## src/design/dma_rd_consts.svh

```systemverilog
/* dma read engine constants
   beat geometry, field widths, destination codes, backup fifo sizing */

`ifndef DMA_RD_CONSTS_SVH
`define DMA_RD_CONSTS_SVH

// ----------------------------------------------------------
// data beat
// ----------------------------------------------------------
`define DMA_BEAT_BYTES 32
`define DMA_BEAT_W     256

// request and header fields
`define DMA_LEN_W      32
`define DMA_ADDR_W     64
`define DMA_HD_W       128

// ----------------------------------------------------------
// destination channels
// ----------------------------------------------------------
// wqe parser, network data download
`define DEST_WPDT      3'd1
// execution engine, read payload download
`define DEST_EEDT      3'd2

// backup request fifo
`define REQ_FIFO_DEPTH 64
// fill level where prog_full rises
`define REQ_FIFO_AFULL 60

`endif

```

## src/design/dma_rd_pkg.sv

```systemverilog
/* dma read engine types
   segment request, dma read header and destination codes */

`include "dma_rd_consts.svh"

package dma_rd_pkg;

    // ----------------------------------------------------------
    // destination of a segment's data
    // ----------------------------------------------------------
    typedef enum logic [2:0] {
        dest_wp = `DEST_WPDT,
        dest_ee = `DEST_EEDT
    } dma_dest_e;

    // ----------------------------------------------------------
    // one memory segment of a message, 134 bits
    // ----------------------------------------------------------
    typedef struct packed {
        // byte length of the whole message
        logic [`DMA_LEN_W-1:0]  total_len;
        // reserved
        logic [2:0]             opcode;
        dma_dest_e              dest;
        // byte length of this segment
        logic [`DMA_LEN_W-1:0]  seg_len;
        // host physical address
        logic [`DMA_ADDR_W-1:0] addr;
    } dma_dt_req_t;

    // ----------------------------------------------------------
    // read header sent to the dma engine
    // ----------------------------------------------------------
    typedef struct packed {
        logic [`DMA_HD_W-`DMA_ADDR_W-`DMA_LEN_W-1:0] rsvd;
        logic [`DMA_ADDR_W-1:0]                      addr;
        logic [`DMA_LEN_W-1:0]                       byte_len;
    } dma_rd_head_t;

endpackage

```

## src/design/dma_rd_rsp_align.sv

```systemverilog
/* dma read response aligner
   packs segment bytes from response beats into dense 32-byte words
   and steers each word to its download channel */

`timescale 1ns/10ps

`include "dma_rd_consts.svh"

module dma_rd_rsp_align (
    input  logic                    clk,
    input  logic                    rst,
    input  logic                    bkup_empty,
    input  dma_rd_pkg::dma_dt_req_t bkup_req,
    output logic                    bkup_rd_en,
    input  logic                    rsp_tvalid,
    input  logic [`DMA_BEAT_W-1:0]  rsp_tdata,
    output logic                    rsp_tready,
    input  logic                    wp_prog_full,
    input  logic                    ee_prog_full,
    output logic                    wp_wr_en,
    output logic [`DMA_BEAT_W-1:0]  wp_data,
    output logic                    ee_wr_en,
    output logic [`DMA_BEAT_W-1:0]  ee_data
);
    import dma_rd_pkg::*;

    localparam int beat_bytes_c = `DMA_BEAT_BYTES;
    localparam int cnt_w        = $clog2(beat_bytes_c);

    typedef enum logic {
        st_idle,
        st_dl
    } align_state_e;

    align_state_e             state;
    align_state_e             state_nxt;
    dma_dest_e                cur_dest;
    logic [`DMA_LEN_W-1:0]    seg_left;
    logic [`DMA_LEN_W-1:0]    msg_left;
    logic [`DMA_BEAT_W-1:0]   carry_data;
    logic [cnt_w-1:0]         carry_cnt;
    logic                     word_vld;
    logic [`DMA_BEAT_W-1:0]   word_data;

    logic                     sel_full;
    logic                     last_seg;
    logic                     beat_take;
    logic                     final_beat;
    logic                     need_tail;
    logic                     zero_cyc;
    logic [cnt_w:0]           beat_cnt;
    logic [cnt_w:0]           sum_cnt;
    logic [`DMA_BEAT_W-1:0]   beat_mask;
    logic [2*`DMA_BEAT_W-1:0] merged;
    logic                     emit;
    logic [`DMA_BEAT_W-1:0]   emit_data;
    logic                     carry_upd;
    logic [`DMA_BEAT_W-1:0]   carry_data_nxt;
    logic [cnt_w-1:0]         carry_cnt_nxt;

    // fullness of the channel named by the fifo head, unknown code stalls
    always_comb begin
        sel_full = 1'b1;
        if (!bkup_empty) begin
            case (bkup_req.dest)
                dest_wp: sel_full = wp_prog_full;
                dest_ee: sel_full = ee_prog_full;
                default: sel_full = 1'b1;
            endcase
        end
    end

    // ----------------------------------------------------------
    // beat handshake and segment end
    // ----------------------------------------------------------
    assign last_seg   = msg_left == seg_left;
    assign rsp_tready = (state == st_dl) && (seg_left != '0) && !sel_full;
    assign beat_take  = rsp_tready && rsp_tvalid;
    assign final_beat = beat_take && (seg_left <= beat_bytes_c);
    // message tail spills past the word closed by the final beat
    assign need_tail  = last_seg && (sum_cnt > beat_bytes_c);
    assign zero_cyc   = (state == st_dl) && (seg_left == '0) && !sel_full;
    assign bkup_rd_en = (final_beat && !need_tail) || zero_cyc;

    // valid bytes of this beat, appended above the carried bytes
    assign beat_cnt  = (seg_left >= beat_bytes_c) ? (cnt_w+1)'(beat_bytes_c)
                                                  : seg_left[cnt_w:0];
    assign sum_cnt   = {1'b0, carry_cnt} + beat_cnt;
    assign beat_mask = ~({`DMA_BEAT_W{1'b1}} << {beat_cnt, 3'b000});
    assign merged    = ({{`DMA_BEAT_W{1'b0}}, rsp_tdata & beat_mask} << {carry_cnt, 3'b000})
                     | {{`DMA_BEAT_W{1'b0}}, carry_data};

    always_comb begin
        emit           = 1'b0;
        emit_data      = merged[`DMA_BEAT_W-1:0];
        carry_upd      = 1'b0;
        carry_data_nxt = '0;
        carry_cnt_nxt  = '0;
        if (beat_take) begin
            carry_upd = 1'b1;
            if (sum_cnt >= beat_bytes_c) begin
                // full word, overflow bytes carried on
                emit           = 1'b1;
                carry_data_nxt = merged[2*`DMA_BEAT_W-1:`DMA_BEAT_W];
                carry_cnt_nxt  = sum_cnt[cnt_w-1:0];
            end else if (final_beat && last_seg) begin
                emit = 1'b1;
            end else begin
                carry_data_nxt = merged[`DMA_BEAT_W-1:0];
                carry_cnt_nxt  = sum_cnt[cnt_w-1:0];
            end
        end else if (zero_cyc && last_seg && (carry_cnt != '0)) begin
            // late flush of the message's partial word
            emit      = 1'b1;
            emit_data = carry_data;
            carry_upd = 1'b1;
        end
    end

    // ----------------------------------------------------------
    // fsm and counters
    // ----------------------------------------------------------
    always_comb begin
        state_nxt = state;
        if (state == st_idle && !bkup_empty) begin
            state_nxt = st_dl;
        end else if (state == st_dl && bkup_rd_en) begin
            state_nxt = st_idle;
        end
    end

    always_ff @(posedge clk or posedge rst) begin
        if (rst) begin
            state    <= st_idle;
            cur_dest <= dest_wp;
            seg_left <= '0;
            msg_left <= '0;
        end else begin
            state <= state_nxt;
            if (state == st_idle && !bkup_empty) begin
                cur_dest <= bkup_req.dest;
                seg_left <= bkup_req.seg_len;
                // first segment of a message
                if (msg_left == '0) begin
                    msg_left <= bkup_req.total_len;
                end
            end else if (beat_take) begin
                seg_left <= seg_left - beat_cnt;
                msg_left <= msg_left - beat_cnt;
            end
        end
    end

    always_ff @(posedge clk or posedge rst) begin
        if (rst) begin
            carry_data <= '0;
            carry_cnt  <= '0;
            word_vld   <= 1'b0;
        end else begin
            word_vld <= emit;
            if (carry_upd) begin
                carry_data <= carry_data_nxt;
                carry_cnt  <= carry_cnt_nxt;
            end
        end
    end

    always_ff @(posedge clk) begin
        if (emit) begin
            word_data <= emit_data;
        end
    end

    // steer to the latched channel only
    assign wp_wr_en = word_vld && (cur_dest == dest_wp);
    assign wp_data  = (cur_dest == dest_wp) ? word_data : '0;
    assign ee_wr_en = word_vld && (cur_dest == dest_ee);
    assign ee_data  = (cur_dest == dest_ee) ? word_data : '0;

endmodule

```

## config.mk

```make
export PLATFORM = sky130hd
export DESIGN_NAME = dma_rd_rsp_align
export DESIGN_NICKNAME = d
export VERILOG_FILES = /design/src/design/dma_rd_pkg.sv /design/src/design/dma_rd_rsp_align.sv
export VERILOG_INCLUDE_DIRS = /design/src /design/src/design
export SDC_FILE = /design/constraint.sdc
export NUM_CORES = 2
export LEC_CHECK = 0
export BUFFER_PORTS_ARGS = -buffer_cell sky130_fd_sc_hd__buf_2
export CAP_MARGIN = 25
export CORE_ASPECT_RATIO = 0.8
export CORE_MARGIN = 5
export CORE_UTILIZATION = 30
export CTS_BUF_LIST = sky130_fd_sc_hd__clkbuf_16
export CTS_CLUSTER_SIZE = 10
export DETAILED_ROUTE_END_ITERATION = 6
export PLACE_DENSITY = 0.51
export RECOVER_POWER = 25
export SLEW_MARGIN = 20
export SYNTH_ARGS = -nofsm -noshare
export SYNTH_HDL_FRONTEND = slang
export SYNTH_SLANG_ARGS = --single-unit
```

## constraint.sdc

```tcl
create_clock -name clk -period 22.6 [get_ports clk]
set_input_delay 3.39 -clock clk [delete_from_list [all_inputs] [get_ports clk]]
set_output_delay 3.39 -clock clk [all_outputs]
set_load 0.05 [all_outputs]
```

After elaboration in Yosys (flattened, before gate mapping)
Cells that the tools add are included.
Operators by class
  muxes and demuxes: 25
  reductions and logical operators: 26
  bitwise operators: 4
  order comparisons: 4
  $add $sub $neg: 3
  eq/ne operators: 6
  shift operators: 2
Operators with widths (number)
  256-bit two-way mux: 7
  512-bit by 256-bit bitwise OR with 512-bit output: 1
  256-bit by 8-bit left shift with 512-bit output: 1
  256-bit bitwise AND: 1
  256-bit inverter: 1
  256-bit by 9-bit left shift with 256-bit output (first input constant): 1
  32-bit two-way mux: 5
  32-bit logical NOT: 2
  32-bit by 6-bit subtractor with 32-bit output: 2
  32-bit == test: 1
  32-bit by 6-bit >= comparator with 1-bit output (second input constant): 1
  32-bit by 6-bit less-or-equal comparator with 1-bit output (second input constant): 1
  32-bit nonzero test: 1
  1-bit logical AND: 15
  5-bit two-way mux: 3
  1-bit two-way mux: 8
  5-bit by 6-bit adder with 6-bit output: 1
  3-bit by 1-bit == test with 1-bit output (second input constant): 2
  3-bit by 2-bit == test with 1-bit output (second input constant): 2
  6-bit >= comparator (second input constant): 1
  6-bit > comparator (second input constant): 1
  6-bit two-way mux: 1
  5-bit nonzero test: 1
  2-bit nonzero test: 2
  6 further kinds: 8
Word-level totals
  output and inout port bits: 516
  flip-flop bits (word level): 586

Longest topological paths before layout
  depth after elaboration: 12
  gate-level depth with buffers: 23

Worst setup path after synthesis
No wires, ideal clock.
  path type: input -> register
  from: in bkup_req[96] (netlist bit)
  to: reg carry_data[175]
  required time: 22124 ps
  library setup time: 476 ps
  stages on the path: 10
  data arrival time: 12769 ps
  setup slack: 9355 ps
  path buffers: 2
  cell sequence: nor3b_1 > a21oi_1 > or4_1 > nor3b_1 > a31oi_1 > or2_1 > inv_1 > buf_2 > buf_1 > o21ai_0
On the way
  cells in the longest elaborated chain, start to end: 11
Ends and longest elaborated chain
  start, declared: RTL line dma_rd_rsp_align.sv:13  | input dma_rd_pkg::dma_dt_req_t bkup_req,
  3-bit by 2-bit == test with 1-bit output / 3-bit by 1-bit == test with 1-bit output (equally long branches): RTL line dma_rd_rsp_align.sv:65  | case (bkup_req.dest)
  1-bit case mux with 2 select lines *: RTL line dma_rd_rsp_align.sv:65
  1-bit two-way mux *: RTL line dma_rd_rsp_align.sv:64  | if (!bkup_empty) begin
  1-bit logical NOT *: RTL line dma_rd_rsp_align.sv:77, dma_rd_rsp_align.sv:82
  1-bit logical AND: RTL line dma_rd_rsp_align.sv:77  | assign rsp_tready = (state == st_dl) && (seg_left != '0) && !sel_full;
  1-bit logical AND: RTL line dma_rd_rsp_align.sv:78  | assign beat_take = rsp_tready && rsp_tvalid;
  1-bit logical AND: RTL line dma_rd_rsp_align.sv:79  | assign final_beat = beat_take && (seg_left <= beat_bytes_c);
  1-bit logical AND: RTL line dma_rd_rsp_align.sv:106  | end else if (final_beat && last_seg) begin
  256-bit two-way mux: RTL line dma_rd_rsp_align.sv:106
  256-bit two-way mux: RTL line dma_rd_rsp_align.sv:101  | if (sum_cnt >= beat_bytes_c) begin
  256-bit two-way mux: RTL line dma_rd_rsp_align.sv:99  | if (beat_take) begin
  end signal, assigned: RTL line dma_rd_rsp_align.sv:162  | carry_data <= carry_data_nxt;
  end, declared: RTL line dma_rd_rsp_align.sv:40  | logic [`DMA_BEAT_W-1:0] carry_data;
Mark *: on every way between the ends. The rest lies on a longest branch, timed or not.
A chain may end at the register's enable or synchronous reset.

Worst setup path in the final report
  from: reg seg_left[6]
  to: out bkup_rd_en
On the way
  cells in the longest elaborated chain, start to end: 8
Ends and longest elaborated chain
  start, declared: RTL line dma_rd_rsp_align.sv:38  | logic [`DMA_LEN_W-1:0] seg_left;
  start signal, assigned: RTL line dma_rd_rsp_align.sv:142  | seg_left <= bkup_req.seg_len;
  start signal, assigned: RTL line dma_rd_rsp_align.sv:148  | seg_left <= seg_left - beat_cnt;
  32-bit by 6-bit >= comparator with 1-bit output: RTL line dma_rd_rsp_align.sv:86  | assign beat_cnt = (seg_left >= beat_bytes_c) ? (cnt_w+1)'(beat_bytes_c)
  6-bit two-way mux: RTL line dma_rd_rsp_align.sv:86
  5-bit by 6-bit adder with 6-bit output: RTL line dma_rd_rsp_align.sv:88  | assign sum_cnt = {1'b0, carry_cnt} + beat_cnt;
  6-bit > comparator: RTL line dma_rd_rsp_align.sv:81  | assign need_tail = last_seg && (sum_cnt > beat_bytes_c);
  1-bit logical AND: RTL line dma_rd_rsp_align.sv:81
  1-bit logical NOT: RTL line dma_rd_rsp_align.sv:83  | assign bkup_rd_en = (final_beat && !need_tail) || zero_cyc;
  1-bit logical AND: RTL line dma_rd_rsp_align.sv:83
  1-bit logical OR *: RTL line dma_rd_rsp_align.sv:83
  end, declared: RTL line dma_rd_rsp_align.sv:14  | output logic bkup_rd_en,
Marks and branches as above.

==> flow_summary.json <==
{
  "worstPathMaxFanout": 37,
  "min_from": "cur_dest[0]",
  "gr-usage-met1_pct": 52.4,
  "num_vias": 52100,
  "grt_pass1_vias": 47300,
  "seq_area_frac_synth_pct": 35.8,
  "hold_viol": 0,
  "drt-total-wl_um": 323000,
  "r2r_setup_slack_ns": 10.42,
  "end_kind": "output port",
  "antenna_found_initial": 66,
  "powerDensity_mw_per_mm2": 57.4,
  "clk_latency_ns": 0.73,
  "fin_tns_setup_ns": 0,
  "path_delay_family": "buffers and inverters",
  "syn_avg_cell_area_um2": 8.87,
  "period_needed_ns": 12.94,
  "synthesis.area_mm2": 0.0446,
  "drcViolationCount": 1,
  "timing.rr.start": "seg_left[6]",
  "clk_pin_slew_worst_paths_ns": 0.06,
  "fillers": 15400,
  "synth_cells": 5024,
  "r2r-end": "carry_data[173]",
  "netlist.area_leader.share_pct": 18.5,
  "grt_start_max_net_pins": 134,
  "synth_most_common_cell": "and2_1",
  "ys.flop_type": "dfrtp_1",
  "startpoint_type": "register",
  "htree_levels": 3,
  "dr.pass1.iters": 7,
  "grt_overflow": 0,
  "critPathSlowestCell": "clkbuf_1",
  "fin_skew_ns": 0.0477,
  "cp_data_required_time_ns": 19.21,
  "final_util_pct": 36.5,
  "yosys_register_bits": 586,
  "clock-sinks": 586,
  "maxSlewViolCount": 480,
  "core_mm2": 0.148,
  "max_stage_delay_ns": 1.81,
  "r2r_cells": 23,
  "violations": "design-rule violations, max-capacitance violations, max-slew violations",
  "synthesis.nets": 5434,
  "grt_pass1_wl_um": 427000,
  "setup_violations": 0,
  "fin_crit_sh_pct": 57.3,
  "use_met3_pct": 12.6,
  "area_growth_pct": 20.7,
  "synthTopCellsByArea": "dfrtp_1 (18%), edfxtp_1 (17%), and2_1 (7.7%)",
  "multi_input_area_mm2": 0.0269,
  "grt.total_usage_pct": 39.4,
  "grt-busiest-layer": "met2",
  "status": "complete, but fails checks",
  "drv_cap": 14,
  "die_h_um": 355,
  "yosysTopAreaCell": "dfrtp_1",
  "holdCritPathClass": "reg -> reg",
  "seqCellArea_mm2": 0.0160,
  "worstPathArrival_ns": 9.55,
  "ys_warn_count": 0,
  "cts-root-buf": "clkbuf_16",
  "hold_end": "cur_dest[0]",
  "grt_use_met2_pct": 55.7,
  "synthTopCellsByCount": "and2_1 (552), nand2_1 (445), clkbuf_1 (391), dfrtp_1 (329), o21ai_0 (294)",
  "initial_utilization_pct": 30.2,
  "die_w_um": 441,
  "synth_cell_type_count": 92,
  "critPathKind": "reg -> out",
  "maxSlewHeadroom_pct": -209,
  "die_area_mm2": 0.156,
  "drive_gt1_share_pct": 23.0,
  "path_cells": "or3_1, nor4_4, clkbuf_1, nand3_2, clkbuf_1, clkinv_1, clkbuf_1, nand2_1, inv_1, ha_1, a21o_1, a21oi_1, xnor2_1, or4_1, o211ai_1, nand3_1, a21oi_1, buf_2",
  "drt_iter0_markers": 8714,
  "dp.final_hpwl_um": 252000,
  "gp_congestion": 1.07,
  "wl_per_cell_um": 41.5,
  "min_path_cells": 2,
  "cts_buffer_depth": 3,
  "fmax_ghz": 0.0773,
  "peakVddDrop_mv": 0.0570,
  "fin_nets": 6117,
  "post_cts_resized": 0,
  "final_antenna_net_count": 0,
  "crit_path_frequent_cell": "clkbuf_1",
  "crit_buf_inv": 6,
  "cts_tree": "done",
  "num_rows": 126,
  "numCtsBuffers": 73,
  "cts_setup_buffers": 0,
  "synth_edf_count": 256,
  "tightest_slew_ns": 4.61,
  "grt_setup_unrepaired": "false",
  "viasPerCell": 6.69,
  "io_buffers": 844,
  "io-pin-count": 912,
  "hold_buffers": 0,
  "p_leak_nw": 23.4,
  "ys_async_sr_fraction_pct": 56.3
}
## stage by stage
stage	setup WS, ns	cell area (µm²)	total power, mW	hold WS, ns	std cells
3_3_place_gp	13.46	51500	1.93	0.457	7593
3_5_place_dp	13.41	51600	1.94	0.462	7606
6_report	9.66	53800	3.09	0.471	7787
4_1_cts	12.93	53800	3.08	0.474	7738
5_1_grt	9.38	53800	3.16	0.489	7766
2_1_floorplan	9.36	44600	1.60	0.441	5024
## worst max path at each step
stage	from	end	slack, ns	cells past startpoint
finish	seg_left[6]	bkup_rd_en	9.66	18
detailed placement	bkup_req[96]	carry_data[173]	13.41	14
global placement	bkup_req[96]	carry_data[173]	13.46	14
global route	seg_left[6]	bkup_rd_en	9.38	18
CTS	seg_left[6]	bkup_rd_en	12.93	15
floorplan	bkup_req[96]	carry_data[175]	9.36	10
## logic make-up after synthesis
group                    synth area share (%)
XOR/XNOR                                 1.20
AND/OR/NAND/NOR                          18.9
multiplexers                             7.47
AO/OA/AOI/OAI                            31.7
buffers and inverters                    4.55
other                                 0.00841
adder cells (fa/ha/maj)                 0.427
flip-flops                               35.8
## state kept, by name, indices dropped and copies added, names as in the netlist
register    cells
state           1
carry_data    256
seg_left       32
carry_cnt       5
cur_dest        3
msg_left       32
word_vld        1
word_data     256
## cell type report
cell class                 instances  area share, %
clock buffer                      77           3.58
timing repair buffer            1071           10.9
clock inverter                    55          0.537
antenna                           39          0.181
multi-input combinational       3911           50.0
sequential                       586           29.7
tap                             1984           4.61
inverter                          64          0.481
## per-layer routing
layer	vias to the layer above	wire (µm)
met2	4011	131000
met1	26300	130000
met5	-	284
li1	20900	-
met4	22	22900
met3	833	39300
## tightest hold or removal path, delay by kind of cell (launching register included)
family | cells | cell delay, ns
and+or+nand+nor | 2 | 0.09
DFF | 1 | 0.38
## layout by cell type (no fill, tap or decap), types with 40 or more instances in the layout
cell type / n
a211oi_1: 44
a21o_1: 102
a21oi_1: 278
a221o_1: 111
a221oi_1: 92
a222oi_1: 49
a22o_1: 82
a22oi_1: 193
a31oi_1: 47
a32oi_1: 74
and2_1: 549
buf_2: 837
buf_4: 174
clkbuf_1: 49
clkbuf_16: 77
dfrtp_1: 324
edfxtp_1: 256
inv_1: 95
mux2_2: 54
mux2i_1: 152
mux4_2: 48
nand2_1: 440
nand3_1: 56
nor2_1: 259
nor3_1: 66
o211ai_1: 79
o21ai_0: 289
o21bai_1: 42
o221ai_1: 97
o22ai_1: 71
xor2_1: 40
## report_power, final
group | switching [mW] | internal, mW
sequential | 0.0561 | 1.14
combinational | 0.560 | 0.192
clock | 0.511 | 0.624
Note: power is estimated with default switching activity, not from simulation.
