**src/design/dma_rd_consts.svh**
```systemverilog
/* dma read engine constants
   beat geometry, field widths, destination codes, backup fifo sizing */

`ifndef DMA_RD_CONSTS_SVH
`define DMA_RD_CONSTS_SVH

// ----------------------------------------------------------
// data beat
// ----------------------------------------------------------
`define DMA_BEAT_BYTES 32
`define DMA_BEAT_W     256

// request and header fields
`define DMA_LEN_W      32
`define DMA_ADDR_W     64
`define DMA_HD_W       128

// ----------------------------------------------------------
// destination channels
// ----------------------------------------------------------
// wqe parser, network data download
`define DEST_WPDT      3'd1
// execution engine, read payload download
`define DEST_EEDT      3'd2

// backup request fifo
`define REQ_FIFO_DEPTH 64
// fill level where prog_full rises
`define REQ_FIFO_AFULL 60

`endif

```
**src/design/dma_rd_pkg.sv**
```systemverilog
/* dma read engine types
   segment request, dma read header and destination codes */

`include "dma_rd_consts.svh"

package dma_rd_pkg;

    // ----------------------------------------------------------
    // destination of a segment's data
    // ----------------------------------------------------------
    typedef enum logic [2:0] {
        dest_wp = `DEST_WPDT,
        dest_ee = `DEST_EEDT
    } dma_dest_e;

    // ----------------------------------------------------------
    // one memory segment of a message, 134 bits
    // ----------------------------------------------------------
    typedef struct packed {
        // byte length of the whole message
        logic [`DMA_LEN_W-1:0]  total_len;
        // reserved
        logic [2:0]             opcode;
        dma_dest_e              dest;
        // byte length of this segment
        logic [`DMA_LEN_W-1:0]  seg_len;
        // host physical address
        logic [`DMA_ADDR_W-1:0] addr;
    } dma_dt_req_t;

    // ----------------------------------------------------------
    // read header sent to the dma engine
    // ----------------------------------------------------------
    typedef struct packed {
        logic [`DMA_HD_W-`DMA_ADDR_W-`DMA_LEN_W-1:0] rsvd;
        logic [`DMA_ADDR_W-1:0]                      addr;
        logic [`DMA_LEN_W-1:0]                       byte_len;
    } dma_rd_head_t;

endpackage

```
**src/design/dma_rd_issue.sv**
```systemverilog
/* dma read issue path
   pops segment requests and sends one read header per request */

`timescale 1ns/10ps

module dma_rd_issue (
    input  logic                     clk,
    input  logic                     rst,
    input  logic                     req_empty,
    input  dma_rd_pkg::dma_dt_req_t  req_dout,
    output logic                     req_rd_en,
    input  logic                     dma_req_ready,
    input  logic                     bkup_prog_full,
    output logic                     dma_req_valid,
    output dma_rd_pkg::dma_rd_head_t dma_req_head
);
    import dma_rd_pkg::*;

    typedef enum logic {
        st_pop,
        st_issue
    } issue_state_e;

    issue_state_e state;
    issue_state_e state_nxt;
    dma_dt_req_t  hold_req;
    logic         can_go;
    logic         issue_go;

    // dma engine ready and room left in the backup fifo
    assign can_go    = dma_req_ready && !bkup_prog_full;
    assign req_rd_en = (state == st_pop) && !req_empty && can_go;
    assign issue_go  = (state == st_issue) && can_go;

    // ----------------------------------------------------------
    // fsm
    // ----------------------------------------------------------
    always_comb begin
        state_nxt = state;
        case (state)
            st_pop: begin
                if (req_rd_en) begin
                    state_nxt = st_issue;
                end
            end
            st_issue: begin
                if (issue_go) begin
                    state_nxt = st_pop;
                end
            end
            default: state_nxt = st_pop;
        endcase
    end

    always_ff @(posedge clk or posedge rst) begin
        if (rst) begin
            state <= st_pop;
        end else begin
            state <= state_nxt;
        end
    end

    // popped request, held until its header goes out
    always_ff @(posedge clk) begin
        if (req_rd_en) begin
            hold_req <= req_dout;
        end
    end

    // ----------------------------------------------------------
    // header register, one cycle pulse
    // ----------------------------------------------------------
    always_ff @(posedge clk or posedge rst) begin
        if (rst) begin
            dma_req_valid <= 1'b0;
            dma_req_head  <= '0;
        end else begin
            dma_req_valid <= issue_go;
            dma_req_head  <= '0;
            if (issue_go) begin
                dma_req_head.addr     <= hold_req.addr;
                dma_req_head.byte_len <= hold_req.seg_len;
            end
        end
    end

endmodule

```
**config.mk**
```make
export PLATFORM = sky130hd
export DESIGN_NAME = dma_rd_issue
export DESIGN_NICKNAME = d
export VERILOG_FILES = /design/src/design/dma_rd_pkg.sv /design/src/design/dma_rd_issue.sv
export VERILOG_INCLUDE_DIRS = /design/src /design/src/design
export SDC_FILE = /design/constraint.sdc
export NUM_CORES = 1
export LEC_CHECK = 0
export ABC_AREA = 1
export BUFFER_PORTS_ARGS = -buffer_cell sky130_fd_sc_hd__buf_4
export CORE_UTILIZATION = 51
export CTS_CLUSTER_SIZE = 14
export DETAILED_ROUTE_END_ITERATION = 10
export GPL_TIMING_DRIVEN = 0
export PLACE_DENSITY_LB_ADDON = 0.2
export SLEW_MARGIN = 20
export SYNTH_ARGS = -nofsm -noshare
export SYNTH_HDL_FRONTEND = slang
export SYNTH_SLANG_ARGS = --single-unit
```
**constraint.sdc**
```tcl
create_clock -name clk -period 7.81 [get_ports clk]
set_clock_uncertainty 0.1 [all_clocks]
set_input_delay 0.781 -clock clk [delete_from_list [all_inputs] [get_ports clk]]
set_output_delay 0.781 -clock clk [all_outputs]
set_load 0.005 [all_outputs]
```
# [Word-level counts from Yosys, hierarchy flattened]
# Cells that the tools add are included.
[totals] regBits=194 output_inout_bits=130 n_memories=0 input_bits=139 word_cells=17 latchBits=0 mem_bits_ro=0 ramBits=0
[classes] n_reduce_logical=6 eq_ne=0 shift=0 magnitude_cmp=0 add_sub_neg=0 multipliers=0 bitwise_logic=1 mux=4 n_div=0
[op_table] operator="96-bit two-way mux" n=1
[op_table] operator="1-bit logical AND" n=4
[op_table] operator="1-bit zero test" n=2
[op_table] operator="1-bit two-way mux" n=2
[op_table] operator="1-bit case mux with 2 select lines" n=1
[op_table] operator="1-bit NOT" n=1

# [Depth between registers and ports, before layout]
# Gate-level depths: netlist (run 1).
[logic_depth] ltp_word=5 depth_mapped=5 ltp_nobuf=4

# [Worst setup path before layout (run 1)]
# Ideal clock, no wire load.
[synth_path] kind="input to output" from="input port dma_req_ready" to="output port req_rd_en" required_ns=6.929 setup_slack_ns=4.094 arrival_ns=2.835 n_path_buf=0 cell_stages=4 cell_sequence="inv_1 > nor2_1 > nand2_1 > inv_1"
[synth_via] elab_chain_cells=2
[synth_lines] element="start, declared" line="dma_rd_issue.sv:12" rtl="input logic dma_req_ready,"
[synth_lines] element="1-bit logical AND" line="dma_rd_issue.sv:31" rtl="assign can_go = dma_req_ready && !bkup_prog_full;"
[synth_lines] element="1-bit logical AND" line="dma_rd_issue.sv:32" rtl="assign req_rd_en = (state == st_pop) && !req_empty && can_go;"
[synth_lines] element="end, declared" line="dma_rd_issue.sv:11" rtl="output logic req_rd_en,"
# Every way passes these cells.

# [Worst setup path after layout (run 1)]
# Same ends and word-level chain as after synthesis.

==> impl_metrics.env, run 1 <==
export IMPL_nFillCells=822
export IMPL_synth_seq_cells=194
export IMPL_cts_made_buffers=17
export IMPL_routedWlPerCell_um=13.1
export IMPL_die_area_um2=13100
export IMPL_fin_tns_setup_ps=0
export IMPL_post_cts_buffers=0
export IMPL_tightest_slew_ps=560
export IMPL_drt_pre_antenna_iters=4
export IMPL_initial_utilization_pct=53.0
export IMPL_period_needed_ps=2920
export IMPL_cts_hold_buf=0
export IMPL_antenna_found_initial=0
export IMPL_die_h_um=115
export IMPL_place_area_um2=8350
export IMPL_hp_class="in -> async"
export IMPL_cts_htree_levels=4
export IMPL_route_vias_total=3618
export IMPL_path_clk_slew_ps=60
export IMPL_routed_wl_um=11500
export IMPL_cts_resized=0
export IMPL_rsz0062_at_grt="no"
export IMPL_slew_limit_headroom_pct=62.7
export IMPL_synth_cell_types=11
export IMPL_diodes=0
export IMPL_min_period_over_period_pct=37.4
export IMPL_fp_dieW_um=115
export IMPL_regArea_um2=5340
export IMPL_grt_pass1_vias=3635
export IMPL_hpwl_um=8060
export IMPL_status="completed"
export IMPL_setup_viol=0
export IMPL_grt_start_max_net_pins=77
export IMPL_r2r_slack_ps=5960
export IMPL_clock_sinks=194
export IMPL_p_leak_nw=4.61
export IMPL_multiInputGateArea_um2=563
export IMPL_postSynthCellCount=441
export IMPL_drv_cap=0
export IMPL_core_area_um2=12200
export IMPL_clockRootBuffer="clkbuf_16"
export IMPL_place_gp_congestion=0.719
export IMPL_cp_start_kind="primary input"
export IMPL_power_density_nw_per_um2=227
export IMPL_required_ps=6930
export IMPL_grt_overflow=0
export IMPL_cp_max_fo=55
export IMPL_drv_slew=0
export IMPL_ys_seq_area_share_pct=82.4
export IMPL_worst_setup_path_type="in -> out"
export IMPL_row_count=40
export IMPL_crit_path_end_kind="output pin"
export IMPL_yosysWarnings=0
export IMPL_drive_above_1_share_pct=41.3
export IMPL_drc=0
export IMPL_avgSynthCellArea_um2=14.7
export IMPL_design_area_um2=8880
export IMPL_arrival_ps=2040
export IMPL_via_per_inst=4.15
export IMPL_drtIter0Drc=170
export IMPL_io_buffers=198
export IMPL_final_antenna_net_count=0
export IMPL_synth_area_um2=6470
export IMPL_cts_tree="built"
export IMPL_max_clock_freq_mhz=342
export IMPL_cts_path_max_buffers=2
export IMPL_clk_latency_ps=420
export IMPL_max_vdd_ir_drop_v=0.000185
export IMPL_grt_usage_pct=19.1
export IMPL_layout_nets=830
export IMPL_syn_to_final_growth_pct=37.1
export IMPL_final_hold_viol_count=0
export IMPL_grt_pass1_wl_um=17900
export IMPL_io_pins=269
==> cells in the final DEF (no fill, tap or decap), types with 2 or more instances in the layout <==
cell	n
buf_4	231
inv_1	99
dfrtp_1	98
edfxtp_1	96
nor2_1	78
conb_1	32
nor2_2	20
clkbuf_16	17
buf_2	6
clkinv_2	5
nand2_1	4
clkinv_1	4
buf_6	3
clkbuf_1	2
clkinv_4	2
buf_16	2
==> critical path: stages <==
cell and delay [ps]:
buf_4 90, inv_1 30, nor2_1 70, nand2_1 100, inv_4 430, buf_16 340
buf_4 170
==> kinds of logic (layout without fill, tap and decap cells) <==
logic type | after synthesis | count (layout) | synth area share, %
buffers and inverters | 143 | 375 | 10.7
AND/OR/NAND/NOR | 103 | 103 | 6.84
flip-flops | 194 | 194 | 82.4
other | 1 | 32 | 0.0579
==> layer usage <==
layer	share of wire, %	track usage, %	vias up	wire length, um
li1	-	-	1764	-
met1	35	19.8	1682	3960
met2	54	33.5	154	6140
met3	9.8	7.99	18	1130
met4	2.0	9.09	0	226
met5	0	0	-	0
==> power by group <==
| group | internal [W] | switching (W) | leakage [nW] | total (W) |
|---|---|---|---|---|
| clock network | 0.000432 | 0.000341 | 0.260 | 0.000773 |
| logic | 0.0000691 | 0.0000576 | 2.12 | 0.000127 |
| registers | 0.00111 | 0.00000833 | 2.23 | 0.00112 |
==> state kept, by name, indices dropped and copies added, names as in the netlist <==
name           count
dma_req_head      96
dma_req_valid      1
hold_req          96
state              1
==> final cells by class <==
cell class | instances | area share [%]
flip-flops and latches | 194 | 60.1
inverters | 101 | 4.36
repair buffers | 200 | 17.4
well taps | 168 | 2.37
plain buffers | 42 | 3.51
clock inverters | 13 | 1.07
clock buffers | 19 | 4.88
multi-input cells | 135 | 6.34
==> cell usage after synthesis <==
library cell  count  area share [%]
buf_4            33             3.8
inv_1           101             5.9
nor2_2           20             1.9
nand3_2           1            0.15
conb_1            1           0.058
buf_2             6            0.46
nand2_1           4            0.23
dfrtp_1          98              38
buf_6             3            0.52
nor2_1           78             4.5
edfxtp_1         96              45
==> worst paths after layout <==
kind,startpoint,endpoint,cells past startpoint
max in group asynchronous,rst,dma_req_head[18],3
worst max register to register,state,hold_req[45],4
worst min register to register,hold_req[47],dma_req_head[79],2
worst max-delay path,dma_req_ready,req_rd_en,7
min in group clk,hold_req[47],dma_req_head[79],2
worst min-delay path,rst,dma_req_head[63],2
==> metrics by stage <==
step / total power [W] / worst slack (ps) / hold WS (ps) / util [%] / instances
finish: 0.00202 / 4890 / 204 / 72.7 / 872
global route: 0.00209 / 4760 / 213 / 72.7 / 872
CTS: 0.00204 / 4850 / 193 / 72.7 / 872
detailed placement: 0.00127 / 4850 / 358 / 68.4 / 840
global placement: 0.00126 / 2900 / 350 / 67.8 / 838
floorplan: 0.00119 / 4090 / 348 / - / 472
Power figures use the tool's default switching activity.
==> run 2: changes to the inputs <==
ABC_AREA = 0   (was 1)
CORE_UTILIZATION = 47   (was 51)
clock period = 2.95 ns   (was 7.81 ns; I/O delays follow)
==> run 2 against run 1 <==
  * Sequential power increased to 2.6 times the previous value
  * Area after synthesis is 1.6% lower
  * Critical path depth decreased by 2
  * Count of clock-buffer cells in the layout decreased by 2
  * Clock power increased to 3.2 times the previous value
  * Power grew to 2.9 times the previous value
  * Design area up 13%
  * Critical path type is now reg -> reg
  * Highest routed layer unchanged
  * Non-clock buffer count up 107
  * Synthesized cell count is 23% lower
  * Routed wire length increased by 6.0%
  * Setup slack got worse by 4200 ps
  * First-iteration DRC count is 12% lower
==> impl_metrics.env, run 2 <==
export IMPL_status="completed"
export IMPL_slew_limit_headroom_pct=53.2
export IMPL_die_area_um2=14000
export IMPL_ys_seq_area_share_pct=83.8
export IMPL_routedWlPerCell_um=13.7
export IMPL_grt_pass1_vias=3768
export IMPL_critPathMaxStageDelay_ps=620
export IMPL_synth_edf_count=96
export IMPL_cts_made_buffers=17
export IMPL_yosys_most_used_dff="dfrtp_1"
export IMPL_hold_start="dma_req_ready"
export IMPL_syn_to_final_growth_pct=56.9
export IMPL_crit_path_end_kind="flop"
export IMPL_clk_latency_ps=420
export IMPL_die_h_um=118
export IMPL_final_antenna_net_count=0
export IMPL_fin_tns_setup_ps=0
export IMPL_grt_overflow=0
export IMPL_min_period_over_period_pct=76.3
export IMPL_synth_top_area_cell="edfxtp_1"
export IMPL_routed_wl_um=12100
export IMPL_place_inst=755
export IMPL_timing_rr_start="state"
export IMPL_synth_seq_cells=194
export IMPL_fp_dieW_um=118
export IMPL_drc=0
export IMPL_path_cells="nor4b_4, buf_6, buf_4, buf_8, buf_6"
export IMPL_p_leak_nw=4.72
export IMPL_via_per_inst=4.18
export IMPL_row_count=42
export IMPL_yosysMostFrequentCell="dfrtp_1"
export IMPL_synth_area_um2=6370
export IMPL_post_cts_buffers=0
export IMPL_yosysWarnings=0
export IMPL_place_area_um2=8370
export IMPL_core_area_um2=13200
export IMPL_drive_above_1_share_pct=43.9
export IMPL_required_ps=2980
export IMPL_tightest_slew_ps=699
export IMPL_cts_path_max_buffers=2
export IMPL_final_cells=884
export IMPL_antenna_found_initial=0
export IMPL_io_pins=269
export IMPL_drtIter0Drc=150
export IMPL_cp_max_fo=13
export IMPL_cp_common_cell="buf_6"
export IMPL_drv_slew=0
export IMPL_clock_sinks=194
export IMPL_reg_largest_list="dma_req_head x96, hold_req x96"
export IMPL_final_common_cell="buf_4"
export IMPL_drt_pre_antenna_iters=6
export IMPL_avgSynthCellArea_um2=18.8
export IMPL_layout_common_cells="buf_4 (233), dfrtp_1 (98), dlygate4sd3_1 (97), edfxtp_1 (96), and2_1 (66)"
export IMPL_cts_tree="built"
export IMPL_place_gp_congestion=0.701
export IMPL_clockRootBuffer="clkbuf_16"
export IMPL_async_reset_ff_share_pct=50.5
export IMPL_max_vdd_ir_drop_v=0.000466
export IMPL_grt_usage_pct=18.2
export IMPL_max_clock_freq_mhz=444
export IMPL_path_clk_slew_ps=70
export IMPL_final_hold_viol_count=0
export IMPL_rsz0062_at_grt="no"
export IMPL_critPathLaunch="state"
export IMPL_power_density_nw_per_um2=591
export IMPL_synth_top_area_share_pct=45.3
export IMPL_final_util_pct=75.5
export IMPL_setup_viol=0
export IMPL_hpwl_um=7790
export IMPL_diodes=0
export IMPL_crit_slowest_cell="nor4b_4"
export IMPL_arrival_ps=2280
export IMPL_grt_start_max_net_pins=34
export IMPL_synthTopCellsByArea="edfxtp_1 (45%), dfrtp_1 (38%), and2_1 (6.5%)"
export IMPL_postSynthCellCount=339
export IMPL_layout_nets=834
export IMPL_grt_pass1_wl_um=18700
export IMPL_initial_utilization_pct=48.1
export IMPL_drv_cap=0
export IMPL_route_vias_total=3692
export IMPL_worst_setup_path_type="reg -> reg"
export IMPL_period_needed_ps=2250
export IMPL_hp_class="in -> reg"
export IMPL_io_buffers=198
export IMPL_synth_cell_types=14
export IMPL_netlist_top_cells_count="dfrtp_1 (98), edfxtp_1 (96), and2_1 (66), buf_4 (32), and2_4 (30)"
export IMPL_cts_htree_levels=4
export IMPL_cp_start_kind="flop"
export IMPL_design_area_um2=9990
-- run 2: area by class of cell --
| cell class | count | area, um2 |
|---|---|---|
| Sequential cell | 194 | 5340 |
| Fill cell | 807 | 3250 |
| Timing Repair Buffer | 306 | 2620 |
| Multi-Input combinational cell | 132 | 842 |
| Clock buffer | 17 | 425 |
| Buffer | 43 | 320 |
| Clock inverter | 15 | 229 |
| Tap cell | 176 | 220 |
| Inverter | 1 | 7.51 |
-- run 2: per-stage QoR --
| step | hold WS, ps | worst slack, ps | total power (W) |
|---|---|---|---|
| after floorplan | 294 | -1150 | 0.00315 |
| after CTS | 64.4 | 637 | 0.00593 |
| final | 89.0 | 699 | 0.00590 |
| after global placement | 327 | -2500 | 0.00333 |
| after detailed placement | 272 | 583 | 0.00336 |
| after global routing | 84.4 | 527 | 0.00609 |
-- run 2: what timing repair did --
| item | CTS | global route |
|---|---|---|
| hold buffers | 97 | 0 |
| endpoints found under the hold margin | 112 | 0 |
| gates resized for setup | 0 | 0 |
-- run 2: worst max-delay path: cells and delay by family (launching register included) --
kind                   cells  cell delay [ps]
AND/OR/NAND/NOR            1              620
flip-flops                 1              410
buffers and inverters      4              830
-- run 2: logic make-up (layout without fill, tap and decap cells) --
family	Yosys count	in the layout	synth area share [%]
DFF	194	194	83.8
buffers and inverters	44	382	5.09
AOI/OAI and AO/OA	1	1	0.118
other	1	32	0.0589
and+or+nand+nor	99	99	11.0
-- run 2: final timing paths --
path / end / slack (ps) / cells past startpoint
worst max register to register: hold_req[24] / 700 / 5
worst min-delay path: state / 90 / 3
min in group asynchronous: dma_req_head[87] / 380 / 3
max in group asynchronous: dma_req_head[37] / 1850 / 4
worst max-delay path: hold_req[24] / 700 / 5
worst min register to register: dma_req_head[32] / 350 / 1
-- run 2: power by group --
group	switching [W]	total [W]	leakage [nW]	internal, W
Combinational	0.000162	0.000456	2.17	0.000294
Clock	0.000977	0.00249	0.312	0.00152
Sequential	0.0000217	0.00295	2.23	0.00293
Total	0.00116	0.00590	4.72	0.00474
-- run 2: metal layers --
layer	GRT usage, %	vias to the layer above	routed length [um]
met5	0	-	0
met4	8.78	0	248
met3	7.58	23	1150
met2	32.0	160	6500
met1	18.7	1741	4260
li1	-	1768	-
==> run 3: changes to the inputs <==
clock period = 2.29 ns   (was 2.95 ns; I/O delays follow)
==> run 3 against run 2 <==
  * Via count rose by 0.27%
  * Core utilization grew 0.13 points
  * Critical path type unchanged
  * Final cell count grew 0.23%
  * Flip-flop and latch count unchanged
  * Routed wire length is 0.46% higher
==> impl_metrics.env, run 3 (synthesized netlist as in run 2, its figures left out) <==
export IMPL_cp_max_fo=13
export IMPL_tightest_slew_ps=524
export IMPL_grt_overflow=0
export IMPL_syn_to_final_growth_pct=57.2
export IMPL_antenna_found_initial=0
export IMPL_cts_resized=0
export IMPL_min_period_over_period_pct=82.6
export IMPL_grt_pass1_wl_um=18800
export IMPL_clock_sinks=194
export IMPL_final_util_pct=75.6
export IMPL_cts_htree_levels=4
export IMPL_layout_nets=836
export IMPL_routed_wl_um=12200
export IMPL_setup_viol=0
export IMPL_dp_slack_ps=-11.7
export IMPL_p_leak_nw=4.72
export IMPL_rsz0062_at_grt="no"
export IMPL_grt_usage_pct=18.3
export IMPL_drv_cap=0
export IMPL_fin_tns_setup_ps=0
export IMPL_r2r_slack_ps=400
export IMPL_routedWlPerCell_um=13.8
export IMPL_drv_slew=0
export IMPL_total_power_w=0.00761
export IMPL_layout_common_cells="buf_4 (234), dfrtp_1 (98), dlygate4sd3_1 (98), edfxtp_1 (96), and2_1 (66)"
export IMPL_status="completed"
export IMPL_cts_made_buffers=17
export IMPL_final_hold_viol_count=0
export IMPL_final_common_cell="buf_4"
export IMPL_power_density_nw_per_um2=760
export IMPL_route_vias_total=3702
export IMPL_crit_slowest_cell="dfrtp_1"
export IMPL_row_count=42
export IMPL_path_buf_inv=4
export IMPL_required_ps=2320
export IMPL_via_per_inst=4.18
export IMPL_die_h_um=118
export IMPL_clockRootBuffer="clkbuf_16"
export IMPL_io_buffers=198
export IMPL_io_pins=269
export IMPL_initial_utilization_pct=48.1
export IMPL_path_cells="nor4b_4, buf_6, buf_4, buf_8, buf_6"
export IMPL_hp_class="in -> reg"
export IMPL_fp_dieW_um=118
export IMPL_cp_common_cell="buf_6"
export IMPL_final_antenna_net_count=0
export IMPL_hpwl_um=7790
export IMPL_cp_start_kind="flop"
export IMPL_grt_start_max_net_pins=34
export IMPL_slew_limit_headroom_pct=65.0
export IMPL_path_clk_slew_ps=70
export IMPL_cts_path_max_buffers=2
export IMPL_worst_setup_path_type="reg -> reg"
export IMPL_diodes=0
export IMPL_reg_largest_list="dma_req_head x96, hold_req x96"
export IMPL_cts_tree="built"
export IMPL_clk_latency_ps=420
export IMPL_die_area_um2=14000
export IMPL_drive_above_1_share_pct=43.9
export IMPL_place_gp_congestion=0.701
export IMPL_period_needed_ps=1890
export IMPL_critPathMaxStageDelay_ps=420
export IMPL_grt_pass1_vias=3799
export IMPL_arrival_ps=1920
export IMPL_nFillCells=808
export IMPL_path_delay_family="buffers and inverters"
export IMPL_crit_path_end_kind="flop"
export IMPL_drtIter0Drc=147
export IMPL_max_vdd_ir_drop_v=0.000599
export IMPL_core_area_um2=13200
export IMPL_fin_ws_ps=398
export IMPL_drc=0
export IMPL_drt_pre_antenna_iters=6
export IMPL_max_clock_freq_mhz=528
-- run 3: changes by cell type in the layout (fill, tap and decap cells not counted) --
cell / before / now
buf_4: 233 / 234
dlygate4sd3_1: 97 / 98
-- run 3: worst reg2reg max path, stage by stage (launching register included) --
cell	delay, ps
dfrtp_1	420
nor4b_4	310
buf_6	200
buf_4	230
buf_8	190
buf_6	170
-- run 3: per-stage QoR --
stage / cells / instance area (um2) / hold slack [ps]
floorplan: 370 / 6500 / 228
global placement: 744 / 8210 / 307
detailed placement: 755 / 8370 / 206
CTS: 886 / 10000 / 20.6
global route: 886 / 10000 / 69.8
finish: 886 / 10000 / 62.6
-- run 3: area by class of cell --
cell class	count	area [um2]	share of cell area, %
plain buffers	43	320	3.20
clock buffers	17	425	4.25
clock inverters	15	229	2.29
inverters	1	7.51	0.0750
multi-input cells	132	842	8.41
flip-flops and latches	194	5340	53.3
well taps	176	220	2.20
repair buffers	308	2630	26.3
-- run 3: report_power, final --
group	switching [W]	total (W)	internal, W
logic	0.000210	0.000591	0.000382
clock network	0.00126	0.00321	0.00195
registers	0.0000283	0.00381	0.00378
-- run 3: per-layer routing --
layer  wire [um]  global-route usage (%)
met5           0                       0
met4         242                    8.78
met3        1160                    7.77
met2        6540                    32.2
met1        4260                    18.8
-- run 3: timing repair --
action | in CTS | in global routing
hold endpoints to repair | 113 | 0
setup buffers | 1 | 0
hold buffers | 98 | 0
setup endpoints to repair | 12 | 0
-- run 3: final timing paths --
kind	startpoint	to	depth (start not counted)
min in group asynchronous	rst	dma_req_head[87]	3
max	state	hold_req[24]	5
max reg2reg	state	hold_req[24]	5
min	bkup_prog_full	state	3
min reg2reg	hold_req[58]	dma_req_head[90]	1
max in group asynchronous	rst	dma_req_head[37]	4
